File: src/misc_ctrl_pkg.sv
// Settings bus widths, register offsets, reset values, structs, control byte union, compat number
package misc_ctrl_pkg;

   ////////////////////////////////////////////////////////////
   // Settings bus geometry
   localparam int SET_ADDR_W = 8;
   localparam int SET_DATA_W = 32;
   localparam int MISC_REGS  = 7;

   // Offsets inside the misc block
   localparam logic [2:0] REG_CLOCK   = 3'd0;
   localparam logic [2:0] REG_SERDES  = 3'd1;
   localparam logic [2:0] REG_ADC     = 3'd2;
   localparam logic [2:0] REG_LED_SW  = 3'd3;
   localparam logic [2:0] REG_PHY     = 3'd4;
   localparam logic [2:0] REG_BLDR    = 3'd5;
   localparam logic [2:0] REG_LED_SRC = 3'd6;

   // LEDs 1..4 belong to hardware out of reset
   localparam logic [7:0] LED_SRC_RESET = 8'b0001_1110;

   // Bump when the register map changes
   localparam logic [15:0] COMPAT_MAJOR = 16'd9;
   localparam logic [15:0] COMPAT_MINOR = 16'd1;

   // Readback word indices
   localparam logic [3:0] RB_COMPAT = 4'd12;
   localparam logic [3:0] RB_STATUS = 4'd13;

   // Boot RAM and main RAM trade places until the bootloader is done
   localparam logic [15:0] BOOT_SWAP_MASK = 16'hC000;

   ////////////////////////////////////////////////////////////
   // Bus and register types
   typedef struct packed {
      logic                  stb;
      logic [2:0]            off;
      logic [SET_DATA_W-1:0] data;
   } set_wr_t;

   typedef struct packed {
      logic [2:0] spare;
      logic       clock_ready;
      logic [1:0] clk_en;
      logic [1:0] clk_sel;
   } clock_ctrl_t;

   typedef struct packed {
      logic [3:0] spare;
      logic       enable;
      logic       prbsen;
      logic       loopen;
      logic       rx_en;
   } serdes_ctrl_t;

   typedef struct packed {
      logic [3:0] spare;
      logic       oe_a;
      logic       on_a;
      logic       oe_b;
      logic       on_b;
   } adc_ctrl_t;

   // Same settings byte, read according to the register it landed in
   typedef union packed {
      logic [7:0]   raw;
      clock_ctrl_t  clk;
      serdes_ctrl_t ser;
      adc_ctrl_t    adc;
   } ctrl_byte_u;

   typedef struct packed {
      ctrl_byte_u clock_ctl;
      ctrl_byte_u serdes_ctl;
      ctrl_byte_u adc_ctl;
      logic [7:0] led_sw;
      logic [7:0] led_src;
      logic       phy_reset;
      logic       bldr_done;
      logic       spare;
   } misc_regs_t;

   typedef struct packed {
      logic clk_status;
      logic link_up;
      logic good_sync;
      logic button;
   } board_status_t;

endpackage

File: src/boot_reset_seq.sv
// Core reset sequencer with bootloader done pulse and boot address window swap
`timescale 1ns/1ps

module boot_reset_seq (
   input  logic        dsp_clk,
   input  logic        por_rst,
   input  logic        bldr_done_i,
   input  logic [15:0] cpu_adr_i,
   output logic        core_rst_o,
   output logic [15:0] mem_adr_o
);

   localparam logic ST_WAIT = 1'b0;
   localparam logic ST_DONE = 1'b1;

   logic state;
   logic in_window;

   ////////////////////////////////////////////////////////////
   // Wait for the bootloader, then reset the core once
   always_ff @(posedge dsp_clk) begin
      if (por_rst) begin
         state      <= ST_WAIT;
         core_rst_o <= 1'b1;
      end else begin
         case (state)
            ST_WAIT: begin
               core_rst_o <= 1'b0;
               if (bldr_done_i) begin
                  state      <= ST_DONE;
                  core_rst_o <= 1'b1;
               end
            end
            ST_DONE: begin
               // Only a power-on reset brings us back
               core_rst_o <= 1'b0;
            end
            default: begin
               state      <= ST_WAIT;
               core_rst_o <= 1'b0;
            end
         endcase
      end
   end

   ////////////////////////////////////////////////////////////
   // Address window swap
   // The low 16K and the top 16K are the two windows with equal bits 15 and 14
   assign in_window = cpu_adr_i[15] == cpu_adr_i[14];

   always_comb begin
      if ((state == ST_WAIT) && in_window) begin
         mem_adr_o = cpu_adr_i ^ misc_ctrl_pkg::BOOT_SWAP_MASK;
      end else begin
         mem_adr_o = cpu_adr_i;
      end
   end

endmodule

File: src/misc_ctrl_top.sv
// Top level of the misc control block, settings pipeline plus reset sequencer and readback
`timescale 1ns/1ps

module misc_ctrl_top #(
   parameter int MISC_BASE = 0
) (
   input  logic                                 dsp_clk,
   input  logic                                 por_rst,
   input  logic                                 set_stb_i,
   input  logic [misc_ctrl_pkg::SET_ADDR_W-1:0] set_addr_i,
   input  logic [misc_ctrl_pkg::SET_DATA_W-1:0] set_data_i,
   input  logic                                 rd_stb_i,
   input  logic [3:0]                           rd_addr_i,
   output logic [31:0]                          rd_data_o,
   output logic                                 rd_ack_o,
   input  logic                                 run_rx0_i,
   input  logic                                 run_rx1_i,
   input  logic                                 run_tx_i,
   input  misc_ctrl_pkg::board_status_t         board_i,
   input  logic [15:0]                          cpu_adr_i,
   output logic [15:0]                          mem_adr_o,
   output logic                                 clock_ready_o,
   output logic [1:0]                           clk_en_o,
   output logic [1:0]                           clk_sel_o,
   output logic                                 ser_enable_o,
   output logic                                 ser_prbsen_o,
   output logic                                 ser_loopen_o,
   output logic                                 ser_rx_en_o,
   output logic                                 adc_oe_a_o,
   output logic                                 adc_on_a_o,
   output logic                                 adc_oe_b_o,
   output logic                                 adc_on_b_o,
   output logic                                 phy_reset_n_o,
   output logic [7:0]                           leds_o
);

   misc_ctrl_pkg::set_wr_t    wr;
   misc_ctrl_pkg::misc_regs_t regs;
   logic                      core_rst;

   ////////////////////////////////////////////////////////////
   // Settings pipeline
   misc_set_capture #(.MISC_BASE(MISC_BASE)) cap0 (
      .dsp_clk(dsp_clk), .por_rst(core_rst),
      .set_stb_i(set_stb_i), .set_addr_i(set_addr_i), .set_data_i(set_data_i),
      .wr_o(wr));

   misc_reg_bank bank0 (
      .dsp_clk(dsp_clk), .por_rst(core_rst), .wr_i(wr), .regs_o(regs));

   misc_pin_map pins0 (
      .dsp_clk(dsp_clk), .por_rst(core_rst), .regs_i(regs),
      .run_rx0_i(run_rx0_i), .run_rx1_i(run_rx1_i), .run_tx_i(run_tx_i), .board_i(board_i),
      .clock_ready_o(clock_ready_o), .clk_en_o(clk_en_o), .clk_sel_o(clk_sel_o),
      .ser_enable_o(ser_enable_o), .ser_prbsen_o(ser_prbsen_o),
      .ser_loopen_o(ser_loopen_o), .ser_rx_en_o(ser_rx_en_o),
      .adc_oe_a_o(adc_oe_a_o), .adc_on_a_o(adc_on_a_o),
      .adc_oe_b_o(adc_oe_b_o), .adc_on_b_o(adc_on_b_o),
      .phy_reset_n_o(phy_reset_n_o), .leds_o(leds_o));

   ////////////////////////////////////////////////////////////
   // Side blocks
   // Only the sequencer sees the raw power-on reset
   boot_reset_seq bootseq0 (
      .dsp_clk(dsp_clk), .por_rst(por_rst), .bldr_done_i(regs.bldr_done),
      .cpu_adr_i(cpu_adr_i), .core_rst_o(core_rst), .mem_adr_o(mem_adr_o));

   status_readback rb0 (
      .dsp_clk(dsp_clk), .por_rst(core_rst), .rd_stb_i(rd_stb_i), .rd_addr_i(rd_addr_i),
      .board_i(board_i), .rd_data_o(rd_data_o), .rd_ack_o(rd_ack_o));

endmodule

File: src/misc_pin_map.sv
// Stage 3 of the settings pipeline, registered control pins and LED source merge
`timescale 1ns/1ps

module misc_pin_map (
   input  logic                         dsp_clk,
   input  logic                         por_rst,
   input  misc_ctrl_pkg::misc_regs_t    regs_i,
   input  logic                         run_rx0_i,
   input  logic                         run_rx1_i,
   input  logic                         run_tx_i,
   input  misc_ctrl_pkg::board_status_t board_i,
   output logic                         clock_ready_o,
   output logic [1:0]                   clk_en_o,
   output logic [1:0]                   clk_sel_o,
   output logic                         ser_enable_o,
   output logic                         ser_prbsen_o,
   output logic                         ser_loopen_o,
   output logic                         ser_rx_en_o,
   output logic                         adc_oe_a_o,
   output logic                         adc_on_a_o,
   output logic                         adc_oe_b_o,
   output logic                         adc_on_b_o,
   output logic                         phy_reset_n_o,
   output logic [7:0]                   leds_o
);

   logic       run_rx_d1;
   logic [7:0] led_hw;
   logic [7:0] led_mix;

   // Hardware view of the LEDs
   assign led_hw = {3'b000, run_tx_i, run_rx_d1, board_i.clk_status,
                    board_i.link_up & board_i.good_sync, 1'b0};

   // A set led_src bit hands that LED to hardware
   assign led_mix = (regs_i.led_src & led_hw) | (~regs_i.led_src & regs_i.led_sw);

   always_ff @(posedge dsp_clk) begin
      if (por_rst) begin
         run_rx_d1     <= 1'b0;
         clock_ready_o <= 1'b0;
         clk_en_o      <= 2'b00;
         clk_sel_o     <= 2'b00;
         ser_enable_o  <= 1'b0;
         ser_prbsen_o  <= 1'b0;
         ser_loopen_o  <= 1'b0;
         ser_rx_en_o   <= 1'b0;
         adc_oe_a_o    <= 1'b0;
         adc_on_a_o    <= 1'b0;
         adc_oe_b_o    <= 1'b0;
         adc_on_b_o    <= 1'b0;
         phy_reset_n_o <= 1'b1;
         leds_o        <= 8'h00;
      end else begin
         run_rx_d1     <= run_rx0_i | run_rx1_i;
         clock_ready_o <= regs_i.clock_ctl.clk.clock_ready;
         clk_en_o      <= regs_i.clock_ctl.clk.clk_en;
         clk_sel_o     <= regs_i.clock_ctl.clk.clk_sel;
         ser_enable_o  <= regs_i.serdes_ctl.ser.enable;
         ser_prbsen_o  <= regs_i.serdes_ctl.ser.prbsen;
         ser_loopen_o  <= regs_i.serdes_ctl.ser.loopen;
         ser_rx_en_o   <= regs_i.serdes_ctl.ser.rx_en;
         adc_oe_a_o    <= regs_i.adc_ctl.adc.oe_a;
         adc_on_a_o    <= regs_i.adc_ctl.adc.on_a;
         adc_oe_b_o    <= regs_i.adc_ctl.adc.oe_b;
         adc_on_b_o    <= regs_i.adc_ctl.adc.on_b;
         phy_reset_n_o <= ~regs_i.phy_reset;
         leds_o        <= led_mix;
      end
   end

endmodule

File: src/misc_reg_bank.sv
// Stage 2 of the settings pipeline, the seven misc settings registers
`timescale 1ns/1ps

module misc_reg_bank (
   input  logic                      dsp_clk,
   input  logic                      por_rst,
   input  misc_ctrl_pkg::set_wr_t    wr_i,
   output misc_ctrl_pkg::misc_regs_t regs_o
);

   misc_ctrl_pkg::misc_regs_t regs_q;
   logic [7:0]                wr_byte;
   logic                      wr_bit;

   // Byte registers take the low byte, flag registers the low bit
   assign wr_byte = wr_i.data[7:0];
   assign wr_bit  = wr_i.data[0];

   ////////////////////////////////////////////////////////////
   // Register update
   always_ff @(posedge dsp_clk) begin
      if (por_rst) begin
         regs_q         <= '0;
         regs_q.led_src <= misc_ctrl_pkg::LED_SRC_RESET;
      end else if (wr_i.stb) begin
         case (wr_i.off)
            misc_ctrl_pkg::REG_CLOCK: begin
               regs_q.clock_ctl.raw <= wr_byte;
            end
            misc_ctrl_pkg::REG_SERDES: begin
               regs_q.serdes_ctl.raw <= wr_byte;
            end
            misc_ctrl_pkg::REG_ADC: begin
               regs_q.adc_ctl.raw <= wr_byte;
            end
            misc_ctrl_pkg::REG_LED_SW: begin
               regs_q.led_sw <= wr_byte;
            end
            misc_ctrl_pkg::REG_PHY: begin
               regs_q.phy_reset <= wr_bit;
            end
            misc_ctrl_pkg::REG_BLDR: begin
               // Set once by the bootloader, cleared again by the core reset it causes
               regs_q.bldr_done <= wr_bit;
            end
            misc_ctrl_pkg::REG_LED_SRC: begin
               regs_q.led_src <= wr_byte;
            end
            default: begin
               // Offset 7 is outside the block and never strobed
            end
         endcase
      end
   end

   assign regs_o = regs_q;

endmodule

File: src/misc_set_capture.sv
// Stage 1 of the settings pipeline, write capture and misc block decode
`timescale 1ns/1ps

module misc_set_capture #(
   parameter int MISC_BASE = 0
) (
   input  logic                                 dsp_clk,
   input  logic                                 por_rst,
   input  logic                                 set_stb_i,
   input  logic [misc_ctrl_pkg::SET_ADDR_W-1:0] set_addr_i,
   input  logic [misc_ctrl_pkg::SET_DATA_W-1:0] set_data_i,
   output misc_ctrl_pkg::set_wr_t               wr_o
);

   localparam int AW = misc_ctrl_pkg::SET_ADDR_W;
   localparam logic [AW-1:0] BASE_A  = AW'(MISC_BASE);
   localparam logic [AW-1:0] NREGS_A = AW'(misc_ctrl_pkg::MISC_REGS);

   logic [AW-1:0]                         rel_addr;
   logic                                  in_blk;
   logic                                  stb_q;
   logic [2:0]                            off_q;
   logic [misc_ctrl_pkg::SET_DATA_W-1:0]  data_q;

   // Below the base wraps to a large value, so one compare covers both ends
   assign rel_addr = set_addr_i - BASE_A;
   assign in_blk   = rel_addr < NREGS_A;

   always_ff @(posedge dsp_clk) begin
      if (por_rst) begin
         stb_q <= 1'b0;
      end else begin
         stb_q <= set_stb_i & in_blk;
      end
   end

   // Offset and data just ride along with the strobe
   always_ff @(posedge dsp_clk) begin
      off_q  <= rel_addr[2:0];
      data_q <= set_data_i;
   end

   assign wr_o = '{stb: stb_q, off: off_q, data: data_q};

endmodule

File: src/status_readback.sv
// Registered readback of the compatibility number and board status word
`timescale 1ns/1ps

module status_readback (
   input  logic                         dsp_clk,
   input  logic                         por_rst,
   input  logic                         rd_stb_i,
   input  logic [3:0]                   rd_addr_i,
   input  misc_ctrl_pkg::board_status_t board_i,
   output logic [31:0]                  rd_data_o,
   output logic                         rd_ack_o
);

   logic [31:0] compat_word;
   logic [31:0] status_word;
   logic [31:0] rd_word;

   assign compat_word = {misc_ctrl_pkg::COMPAT_MAJOR, misc_ctrl_pkg::COMPAT_MINOR};

   // Button at 13, clock status at 11, link at 10
   assign status_word = {18'b0, board_i.button, 1'b0, board_i.clk_status,
                         board_i.link_up, 10'b0};

   always_comb begin
      case (rd_addr_i)
         misc_ctrl_pkg::RB_COMPAT: rd_word = compat_word;
         misc_ctrl_pkg::RB_STATUS: rd_word = status_word;
         default:                  rd_word = 32'h0;
      endcase
   end

   always_ff @(posedge dsp_clk) begin
      if (por_rst) begin
         rd_ack_o <= 1'b0;
      end else begin
         rd_ack_o <= rd_stb_i;
      end
   end

   // Data holds between reads
   always_ff @(posedge dsp_clk) begin
      if (rd_stb_i) begin
         rd_data_o <= rd_word;
      end
   end

endmodule
File: config.mk
export PLATFORM = sky130hd
export DESIGN_NAME = misc_ctrl_top
export DESIGN_NICKNAME = d
export VERILOG_FILES = /design/src/misc_ctrl_pkg.sv /design/src/boot_reset_seq.sv /design/src/misc_ctrl_top.sv /design/src/misc_pin_map.sv /design/src/misc_reg_bank.sv /design/src/misc_set_capture.sv /design/src/status_readback.sv
export SDC_FILE = /design/constraint.sdc
export NUM_CORES = 1
export LEC_CHECK = 0
export BUFFER_PORTS_ARGS = -buffer_cell sky130_fd_sc_hd__buf_2
export CAP_MARGIN = 10
export CORE_AREA = 2 2 95 97
export DETAILED_ROUTE_END_ITERATION = 8
export DIE_AREA = 0 0 97 99
export GPL_TIMING_DRIVEN = 0
export PLACE_DENSITY = 0.75
export SETUP_SLACK_MARGIN = 0.2
export SYNTH_ARGS = -nofsm -noshare
export SYNTH_HDL_FRONTEND = slang
export SYNTH_HIERARCHICAL = 1
export SYNTH_SLANG_ARGS = --single-unit
File: constraint.sdc
create_clock -name dsp_clk -period 1.23 [get_ports dsp_clk]
set_clock_uncertainty 0.05 [all_clocks]
set_input_delay 0.0615 -clock dsp_clk [delete_from_list [all_inputs] [get_ports dsp_clk]]
set_output_delay 0.0615 -clock dsp_clk [all_outputs]
set_load 0.03 [all_outputs]
Word level (Yosys, flattened, before mapping)
Cells that the tools add are included.

word-level totals
  register bits = 101
  bits of input ports = 71
  word-level logic and storage cells = 62

cells by class
  order comparisons = 1
  equality and inequality tests = 9
  mux-type cells = 5
  bitwise operators = 10
  reduce and logical (&&, ||, !) cells = 9

operators with widths
  kind                                                count
  case mux 20 bit (2 select lines)                    1
  2-to-1 mux 16 bit                                   1
  AND reduction 2 bit                                 7
  == test 3 bit, second input constant                3
  bitwise AND 8 x 5 -> 8 bit                          1
  bitwise AND 8 bit                                   1
  == test 4 bit, second input constant                2
  < comparator 8 x 3 -> 1 bit, second input constant  1
  inverter 8 bit                                      1
  bitwise OR 8 bit                                    1
  == test 3 x 2 -> 1 bit, second input constant       2
  == test 3 x 1 -> 1 bit, second input constant       1
  zero test 3 bit                                     1
  bitwise AND 1 bit                                   2
  2-to-1 mux 1 bit                                    2
  inverter 1 bit                                      2
  inverter 2 bit                                      1
  case mux 1 bit (2 select lines)                     1
  == test 1 bit                                       1
  logical AND 1 bit                                   1
  bitwise OR 1 bit                                    1

Longest topological paths before layout
Gate-level depths: netlist of run 1.

  word-level depth = 3
  gate-level depth with buffers = 4
  depth with buffers taken out = 2

Hierarchy
The synthesis of run 1 kept the hierarchy.

modules (own cells, without submodules)
  module            instances  cells an instance  area an instance (um^2)  sequential area each (um^2)
  misc_reg_bank     1          159                1720.4                   840.8
  misc_set_capture  1          41                 752.0                    720.7
  misc_pin_map      1          54                 683.2                    460.4
  status_readback   1          41                 397.9                    140.1
  boot_reset_seq    1          24                 188.9                    40.0

Least setup slack after synthesis of run 1
Ideal clock, no wire load.

  path kind = register -> register
  from = register bootseq0.core_rst_o
  to = register bank0.regs_q, in the netlist bank0/regs_o[2]
  data arrival time = 1.147 ns
  slack = -0.096 ns
  cell stages (with the launch flop) = 5
  path buffers = 2
  period minus slack after synthesis = 1.326 ns
  cells stage by stage = dfxtp_1 > clkbuf_1 > clkbuf_1 > nand2b_1 > mux2i_1

RTL lines
  element                   line                  source
  start: declaration        boot_reset_seq.sv:9   output logic core_rst_o,
  start signal: assignment  boot_reset_seq.sv:24  core_rst_o <= 1'b1;
  start signal: assignment  boot_reset_seq.sv:28  core_rst_o <= 1'b0;
  start signal: assignment  boot_reset_seq.sv:31  core_rst_o <= 1'b1;
  end: declaration          misc_reg_bank.sv:11   misc_ctrl_pkg::misc_regs_t regs_q;

Worst setup path in the final report of run 1
  from = register cap0.off_q[0]
  to = register bank0.regs_q, in the netlist bank0/regs_o[35]

on the way
  longest elaborated chain between the ends = 2

RTL lines
  element                               line                    source
  start: declaration                    misc_set_capture.sv:22  logic [2:0] off_q;
  start signal: assignment              misc_set_capture.sv:39  off_q <= rel_addr[2:0];
  zero test 3 bit                       misc_reg_bank.sv:26     case (wr_i.off)
  AND reduction 2 bit (no source line)  n/a

Every way passes these cells.
A chain may end at the register's enable or synchronous reset.

==> results.toml, run 1 <==
[worst_setup_path]
cp_data_required_time_ns = 1.41
critPathLaunchType = "flop"
rrSetupSlack_ns = -0.09
r2r_end = "bank0/regs_o[35]"
end_kind = "flop"
critPathKind = "reg -> reg"
worst_ep_arrival_time_ns = 1.50
r2r_cells = 3
path_max_fanout = 5
worstReg2RegStart = "cap0/off_q[0]"

[grt]
globalRouteTotalUtil_pct = 12.9
grt_pass1_vias = 2024
grt_pass1_wl_mm = 9.69
antenna_found_initial = 0
grt_max_degree = 13
globalRoute.totalOverflow = 0

[synth]
yosysWarningCount = 6
synth.avg_cell_area_um2 = 11.0
netlist_area_um2 = 2850
synthCells = 260

[finish]
drive_gt1_share_pct = 42.6
diodes = 0
nFillCells = 785
regArea_um2 = 1520
nNetsFinal = 479
area_growth_pct = 47.7
multi_input_area_um2 = 1110

[cts]
numCtsBuffers = 9
cts_tree = "yes"
clock-root-buffer = "clkbuf_8"
clk-insertion-delay-late_ns = 0.34
clockBufferDepth = 2
path_clk_slew_ns = 0.08
h-tree-depth = 3
cts.sinks = 73

[detailed_routing]
postRouteAntennaNets = 0
wl_per_cell_um = 11.5
firstDrtPassIters = 3
num_vias = 2081
drcViolationCount = 0
drt-total-wl_mm = 5.98
drt_iter0_markers = 40
routed_via_density = 3.99

[die]
num_io_pins = 142
die-height_um = 99
initial_core_util_pct = 33.3
die_w_um = 97
coreArea_um2 = 8550
fp-row-count = 34
die-area_um2 = 9600

[placement]
io_buffer_count = 77
gp_congestion = 0.806
hpwl_mm = 4.04

[power_and_ir_drop]
p_per_area_nw_per_um2 = 1190
worst_ir_drop_vdd_mv = 0.582
power.leakage_nw = 2.10
power.total_mw = 4.99

[hold_path]
min_to = "rb0/rd_data_o[16]"
min_from = "rd_addr_i[3]"
min_path_type = "in -> reg"
whs_path_depth = 3

[sta]
setup_slack_ns = -0.0935
setup_violations = 5
fmax_mhz = 756
period_share_pct = 108
whs_ns = 0.0603
period_minus_slack_ns = 1.32
maxSlewViolCount = 0
rsz0062_at_grt = "true"
hold_viol = 0

[run_status]
failed_checks = "setup timing"
status = "finished, violations left"

[flow_run]
maxCapViolCount = 0
[repair_timing]
item / in CTS / in global routing
setup endpoints to repair: 36 / 41
pin swaps: 2 / 4
hold buffers: 28 / 0
setup buffers: 6 / 1
hold endpoints to repair: 27 / 0
gates resized for setup: 38 / 10
[critical path: stages, from the launching register on]
cell     delay [ns]
dfxtp_4        0.36
or4b_4         0.53
buf_6          0.15
mux2i_1        0.12
[state kept, by name, summed over array words and instances, names as in the netlist, 2 cells and up]
name / cells
pins0/clk_sel_o: 2
cap0/data_q: 8
cap0/off_q: 3
rb0/rd_data_o: 4
pins0/clk_en_o: 2
bank0/regs_o: 31
pins0/leds_o: 8
[cell usage in the layout, fill, tap and decap left out, types with 2 or more instances in the layout]
master and count:
and2_1 3, and2b_1 2, and4b_1 2, buf_2 71, buf_4 48, buf_6 13
buf_8 2, clkbuf_2 2, clkbuf_8 15, conb_1 26, dfxtp_1 63, dfxtp_2 3
dfxtp_4 3, dlygate4sd3_1 27, edfxtp_1 4, inv_4 2, mux2i_1 34, nand2_1 2
nand2b_1 32, nand2b_4 5, nand3_1 2, nand4b_1 3, nor2_1 16, nor2b_1 13
nor3b_2 4, nor4bb_2 2
[stage by stage]
step	area (um2)	setup slack [ns]	utilization, %	TNS, ns	instances
2_1_floorplan	2980	-0.0312	-	-0.151	285
5_1_grt	4210	-0.105	49.3	-0.750	521
3_3_place_gp	3500	-0.0621	40.9	-0.750	470
4_1_cts	4170	-0.0966	48.7	-0.609	520
3_5_place_dp	3500	-0.0890	40.9	-0.941	470
6_report	4210	-0.0935	49.3	-0.410	521
[worst max path at each step]
stage / start / end / slack [ns] / depth (start not counted)
global placement: cap0/off_q[2] / bank0/regs_o[36] / -0.06 / 3
finish: cap0/off_q[0] / bank0/regs_o[35] / -0.09 / 3
detailed placement: cap0/stb_q / bank0/regs_o[35] / -0.09 / 4
CTS: cap0/off_q[2] / bank0/regs_o[35] / -0.1 / 3
floorplan: cap0/off_q[2] / bank0/regs_o[37] / -0.03 / 3
global route: cap0/off_q[0] / bank0/regs_o[35] / -0.11 / 3
[per-layer routing]
layer  wire [um]  up-vias  track usage, %
met3         356       11            2.48
met5           0        -               0
met1        2580      911            14.9
li1            -     1077               -
met4         137        0            7.15
met2        2910       82            22.4
[power breakdown]
part | leakage (nW) | total [mW] | internal (mW) | switching [mW]
registers | 0.602 | 2.45 | 2.42 | 0.0279
logic | 1.39 | 0.658 | 0.313 | 0.345
clock network | 0.111 | 1.89 | 1.02 | 0.865
[layout make-up]
type / instances / area share [%]
repair buffers: 112 / 18.1
plain buffers: 56 / 11.2
inverters: 1 / 0.0891
well taps: 108 / 3.21
flip-flops and latches: 73 / 36.0
clock inverters: 3 / 0.416
multi-input cells: 155 / 26.5
clock buffers: 13 / 4.52
Power figures use the tool's default switching activity.
==> run 2: changes to the inputs <==
--- a/config.mk
+++ b/config.mk
@@ -8,10 +8,11 @@
 export BUFFER_PORTS_ARGS = -buffer_cell sky130_fd_sc_hd__buf_2
 export CAP_MARGIN = 10
 export CORE_AREA = 2 2 95 97
+export CTS_CLUSTER_DIAMETER = 80
 export DETAILED_ROUTE_END_ITERATION = 8
 export DIE_AREA = 0 0 97 99
 export GPL_TIMING_DRIVEN = 0
-export PLACE_DENSITY = 0.75
+export PLACE_DENSITY = 0.84
 export SETUP_SLACK_MARGIN = 0.2
 export SYNTH_ARGS = -nofsm -noshare
 export SYNTH_HDL_FRONTEND = slang
==> run 2 against run 1 <==
The flow still finishes with violations (setup timing); die area unchanged; routed wire length increased by 1.2%; worst setup slack improved by 0.0061 ns; combinational power decreased by 2%; first-iteration DRC count decreased by 5.0%; critical path depth increased by 1; sequential share of layout area increased by 0.63 points; global-route usage decreased by 0.37 points; clock-buffer cell count decreased by 1; final area decreased by 1.8%; via count increased by 2.4%; non-clock buffer count unchanged.
==> results.toml, run 2 (synthesis gave the netlist of run 1 again) <==
[detailed_routing]
wl_per_cell_um = 11.7
drt_iter0_markers = 38
routed_via_density = 4.10
postRouteAntennaNets = 0
num_vias = 2131
drcViolationCount = 0
drt-total-wl_mm = 6.06
firstDrtPassIters = 4

[die]
die-area_um2 = 9600
coreArea_um2 = 8550
initial_core_util_pct = 33.3
die_w_um = 97
num_io_pins = 142
die-height_um = 99
fp-row-count = 34

[worst_setup_path]
slowest_stage = "or4b_4"
end_kind = "flop"
path_max_fanout = 5
crit_top_cell = "buf_6"
r2r_cells = 4
worst_ep_arrival_time_ns = 1.48
cp.buffers_inverters = 2
critPathLaunchType = "flop"
path_depth = 4
cpLargestDelayFamily = "simple AND/OR/NAND/NOR gates"
cp_data_required_time_ns = 1.40
critPathKind = "reg -> reg"
crit_chain = "buf_6 -> or4b_4 -> buf_6 -> mux2i_1"
max_stage_delay_ns = 0.45

[finish]
drive_gt1_share_pct = 41.5
largest_reg_flops = 31
fin_area_um2 = 4140
nNetsFinal = 479
area_growth_pct = 45.0
final_cells = 520
diodes = 0
final_common_cell = "buf_2"
final_cell_mix = "buf_2 (72), dfxtp_1 (64), buf_4 (48)"

[sta]
fmax_mhz = 759
maxSlewViolCount = 0
period_minus_slack_ns = 1.32
hold_viol = 0
rsz0062_at_grt = "true"
period_share_pct = 107
setup_slack_ns = -0.0874
setup_violations = 5
setup_tns_ns = -0.382

[grt]
grt_pass1_wl_mm = 9.51
antenna_found_initial = 0
globalRouteTotalUtil_pct = 12.5
globalRoute.totalOverflow = 0
grt_pass1_vias = 2113
grt_max_degree = 12

[power_and_ir_drop]
p_per_area_nw_per_um2 = 1150
power.leakage_nw = 2.06
worst_ir_drop_vdd_mv = 0.556

[hold_path]
min_path_type = "in -> reg"
whs_path_depth = 3

[cts]
clockBufferDepth = 2
cts.sinks = 73
cts_tree = "yes"
clk-insertion-delay-late_ns = 0.34
h-tree-depth = 3
clock-root-buffer = "clkbuf_8"
path_clk_slew_ns = 0.07
numCtsBuffers = 9

[run_status]
failed_checks = "setup timing"
status = "finished, violations left"

[placement]
gp_congestion = 0.816
dp.cells = 470
post_dp_cell_area_um2 = 3500
io_buffer_count = 77
hpwl_mm = 4.23

[flow_run]
maxCapViolCount = 0
-- run 2: cell type report --
class                      instances  area [um2]
fill                             780        4420
sequential                        73        1520
clock buffer                      12         165
timing repair buffer             112         759
multi-input combinational        155        1090
tap                              108         135
inverter                           1        3.75
buffer                            56         455
clock inverter                     3        15.0
-- run 2: worst paths after layout --
path | startpoint | endpoint | slack (ns)
max | cap0/stb_q | bank0/regs_o[36] | -0.09
min | rd_addr_i[3] | rb0/rd_data_o[16] | 0.04
max reg2reg | cap0/stb_q | bank0/regs_o[36] | -0.09
min reg2reg | bank0/regs_o[2] | pins0/phy_reset_n_o | 0.37
-- run 2: per-layer routing --
| metal | wire [um] | up-vias | part of all wire (%) | track usage (%) |
|---|---|---|---|---|
| met4 | 82 | 0 | 1.4 | 5.42 |
| met3 | 443 | 7 | 7.3 | 4.40 |
| met5 | 0 | - | 0 | 0 |
| met1 | 2470 | 964 | 41 | 13.5 |
| met2 | 3070 | 88 | 51 | 22.2 |
| li1 | - | 1072 | - | - |
-- run 2: power by group --
part           total [mW]  switching (mW)  internal (mW)
sequential           2.45          0.0269           2.42
combinational       0.644           0.341          0.303
clock                1.67           0.795          0.875
-- run 2: worst min-delay path, cell delays in order --
cell	delay, ns
buf_2	0.10
nand2_1	0.06
nor3_1	0.04
-- run 2: repair_timing --
item | 4_1_cts | 5_1_grt
hold buffers | 28 | 0
pin swaps | 1 | 3
buffers inserted | 6 | 1
hold endpoints to repair | 27 | 0
setup endpoints to repair | 36 | 40
resized for setup | 25 | 13
-- run 2: per-stage QoR --
stage	util (%)	total power, mW	worst slack [ns]	hold WS, ns
after floorplan	-	2.90	-0.0312	0.0392
after CTS	47.8	4.80	-0.0751	0.0272
after global placement	40.9	3.02	-0.0593	0.116
after detailed placement	40.9	3.03	-0.0737	0.115
after global routing	48.4	4.95	-0.105	0.0361
final	48.4	4.76	-0.0874	0.0411
==> run 3: changes to the inputs <==
--- a/config.mk
+++ b/config.mk
@@ -7,14 +7,12 @@
 export LEC_CHECK = 0
 export BUFFER_PORTS_ARGS = -buffer_cell sky130_fd_sc_hd__buf_2
 export CAP_MARGIN = 10
-export CORE_AREA = 2 2 95 97
-export CTS_CLUSTER_DIAMETER = 80
+export CORE_AREA = 2 2 87 89
 export DETAILED_ROUTE_END_ITERATION = 8
-export DIE_AREA = 0 0 97 99
+export DIE_AREA = 0 0 89 91
 export GPL_TIMING_DRIVEN = 0
-export PLACE_DENSITY = 0.84
+export PLACE_DENSITY = 0.82
 export SETUP_SLACK_MARGIN = 0.2
 export SYNTH_ARGS = -nofsm -noshare
 export SYNTH_HDL_FRONTEND = slang
-export SYNTH_HIERARCHICAL = 1
 export SYNTH_SLANG_ARGS = --single-unit
==> run 3 against run 2 <==
The run now ends clean; via count is 4.8% lower; global-route usage is 2.5 points higher; synthesized area shrank 2.9%; final area rose by 0.70%; worst hold slack improved by 0.019 ns; final cell count down 3.3%; combinational power about the same; sequential share of layout area fell by 0.16 points; worst setup slack improved by 0.12 ns; die area is 16% lower; critical endpoint is now mem_adr_o[15]; largest cell class unchanged.
==> results.toml, run 3 <==
[power_and_ir_drop]
power.leakage_nw = 2.06
p_per_area_nw_per_um2 = 1270
worst_ir_drop_vdd_mv = 0.975

[worst_setup_path]
cp_data_required_time_ns = 1.12
cp.buffers_inverters = 1
worstReg2RegStart = "cap0.off_q[0]"
rrSetupSlack_ns = 0.04
crit_chain = "nor2b_4 -> a21oi_2 -> buf_6"
r2r_cells = 3
worst_ep_arrival_time_ns = 1.09
cpLargestDelayFamily = "flip-flops"
r2r_end = "bank0.regs_o[21]"
critPathLaunchType = "flop"
path_max_fanout = 5
slowest_stage = "dfxtp_2"
max_stage_delay_ns = 0.34
critPathKind = "reg -> out"
end_kind = "primary output"

[cts]
clk-insertion-delay-late_ns = 0.34
numCtsBuffers = 9
clock-root-buffer = "clkbuf_8"
clockBufferDepth = 2
path_clk_slew_ns = 0.07
cts.sinks = 73
h-tree-depth = 3
cts_tree = "yes"

[placement]
place_ws_ns = -0.0468
hpwl_mm = 3.83
gp_congestion = 0.753
post_dp_cell_area_um2 = 3400
io_buffer_count = 77
dp.cells = 455

[sta]
maxSlewViolCount = 0
fmax_mhz = 835
rsz0062_at_grt = "true"
hold_viol = 0
period_share_pct = 97.3
period_minus_slack_ns = 1.20
setup_slack_ns = 0.0329
whs_ns = 0.0598
setup_violations = 0

[grt]
grt_max_degree = 14
grt_pass1_wl_mm = 9.12
globalRouteTotalUtil_pct = 15.0
grt_pass1_vias = 2009
globalRoute.totalOverflow = 0
antenna_found_initial = 0

[finish]
diodes = 0
nFillCells = 629
largest_reg_flops = 31
area_growth_pct = 50.3
final_cell_mix = "buf_2 (67), dfxtp_1 (63), buf_4 (46)"
final_common_cell = "buf_2"
fin_area_um2 = 4160
utilization_pct = 58.3
drive_gt1_share_pct = 42.3
final_cells = 503
nNetsFinal = 470

[hold_path]
whs_path_depth = 3
min_to = "rb0.rd_data_o[16]"
min_path_type = "in -> reg"
min_from = "rd_addr_i[2]"

[run_status]
status = "finished, final reports clean"

[synth]
netlist_area_um2 = 2770
ys_ff_latch = 73
synth_area_leaders = "dfxtp_1 (50%), mux2i_1 (12%), buf_4 (11%), nand2b_1 (8.1%), edfxtp_1 (4.3%)"
synth.avg_cell_area_um2 = 10.9
yosysWarningCount = 0
synthCells = 254
synth_edf_count = 4
synth_top_area_share_pct = 49.9
seq_area_frac_synth_pct = 54.2
yosysMostFrequentCell = "dfxtp_1"
async_flop_share_pct = 0
yosys.area.top_type = "dfxtp_1"
ys.flop_type = "dfxtp_1"
yosysUniqueCellTypes = 28
ys_top_cells_by_count = "dfxtp_1 (69), buf_4 (42), nand2b_1 (36), mux2i_1 (34), nor2_1 (15)"

[die]
die-height_um = 91
die_w_um = 89
coreArea_um2 = 7140
die-area_um2 = 8100
fp-row-count = 31
num_io_pins = 142
initial_core_util_pct = 38.8

[detailed_routing]
postRouteAntennaNets = 0
drt-total-wl_mm = 5.96
drcViolationCount = 0
wl_per_cell_um = 11.9
num_vias = 2028
routed_via_density = 4.03
firstDrtPassIters = 4
drt_iter0_markers = 56

[flow_run]
maxCapViolCount = 0
## run 3: area by class of cell
| class | count | area, um2 | share of cell area (%) |
|---|---|---|---|
| sequential | 73 | 1520 | 36.5 |
| multi-input combinational | 140 | 1020 | 24.5 |
| timing repair buffer | 109 | 754 | 18.1 |
| buffer | 52 | 452 | 10.8 |
| clock buffer | 9 | 124 | 2.97 |
| tap | 99 | 124 | 2.97 |
| clock inverter | 7 | 116 | 2.79 |
| inverter | 14 | 52.6 | 1.26 |
## run 3: report_power, final
part	internal, mW	switching (mW)
Combinational	0.309	0.337
Clock	1.35	0.860
Sequential	2.42	0.0270
Total	4.08	1.22
## run 3: per-stage QoR
| stage | total power, mW | TNS, ns |
|---|---|---|
| after global placement | 3.00 | -0.0311 |
| after detailed placement | 3.01 | -0.195 |
| after global routing | 5.52 | -0.0366 |
| after floorplan | 2.89 | 0 |
| after CTS | 5.31 | 0 |
| final | 5.30 | 0 |
## run 3: cell families (layout without fill, tap and decap cells)
| family | count (synthesis) | count (layout) | synth area share (%) |
|---|---|---|---|
| flops | 73 | 73 | 54.2 |
| simple gates | 76 | 76 | 17.4 |
| mux | 34 | 34 | 12.3 |
| other cells | 1 | 26 | 0.135 |
| compound gates | 4 | 4 | 0.813 |
| buf+inv | 66 | 191 | 15.2 |
## run 3: repair_timing
action                                 CTS  global route
hold buffers                            27             1
pin swaps                                4             2
gates cloned                             0             0
setup endpoints to repair               59            65
endpoints found under the hold margin   27             1
gates resized for setup                 33            35
buffers inserted                         4             0
## run 3: layer usage
metal	vias to the layer above	routed length [um]	global-route usage, %
met4	0	33	2.99
met3	5	456	7.82
met2	84	3260	27.3
met5	-	0	0
li1	1042	-	-
met1	897	2210	14.9
## run 3: worst max-delay path by stage
| stage | start | to | slack [ns] | depth (start not counted) |
|---|---|---|---|---|
| 2_1_floorplan | cap0.off_q[2] | bank0.regs_o[35] | 0.13 | 2 |
| 6_report | bootseq0.state | mem_adr_o[15] | 0.03 | 3 |
| 5_1_grt | cap0.off_q[0] | bank0.regs_o[21] | -0.03 | 3 |
| 4_1_cts | cap0.off_q[0] | bank0.regs_o[21] | 0.04 | 3 |
| 3_5_place_dp | bootseq0.core_rst_o | bank0.regs_o[7] | -0.05 | 5 |
| 3_3_place_gp | bootseq0.core_rst_o | bank0.regs_o[7] | -0.03 | 5 |
## run 3: worst min-delay path: stages
cell and delay (ns):
buf_2 0.11, nand2_1 0.06, nor3_1 0.05
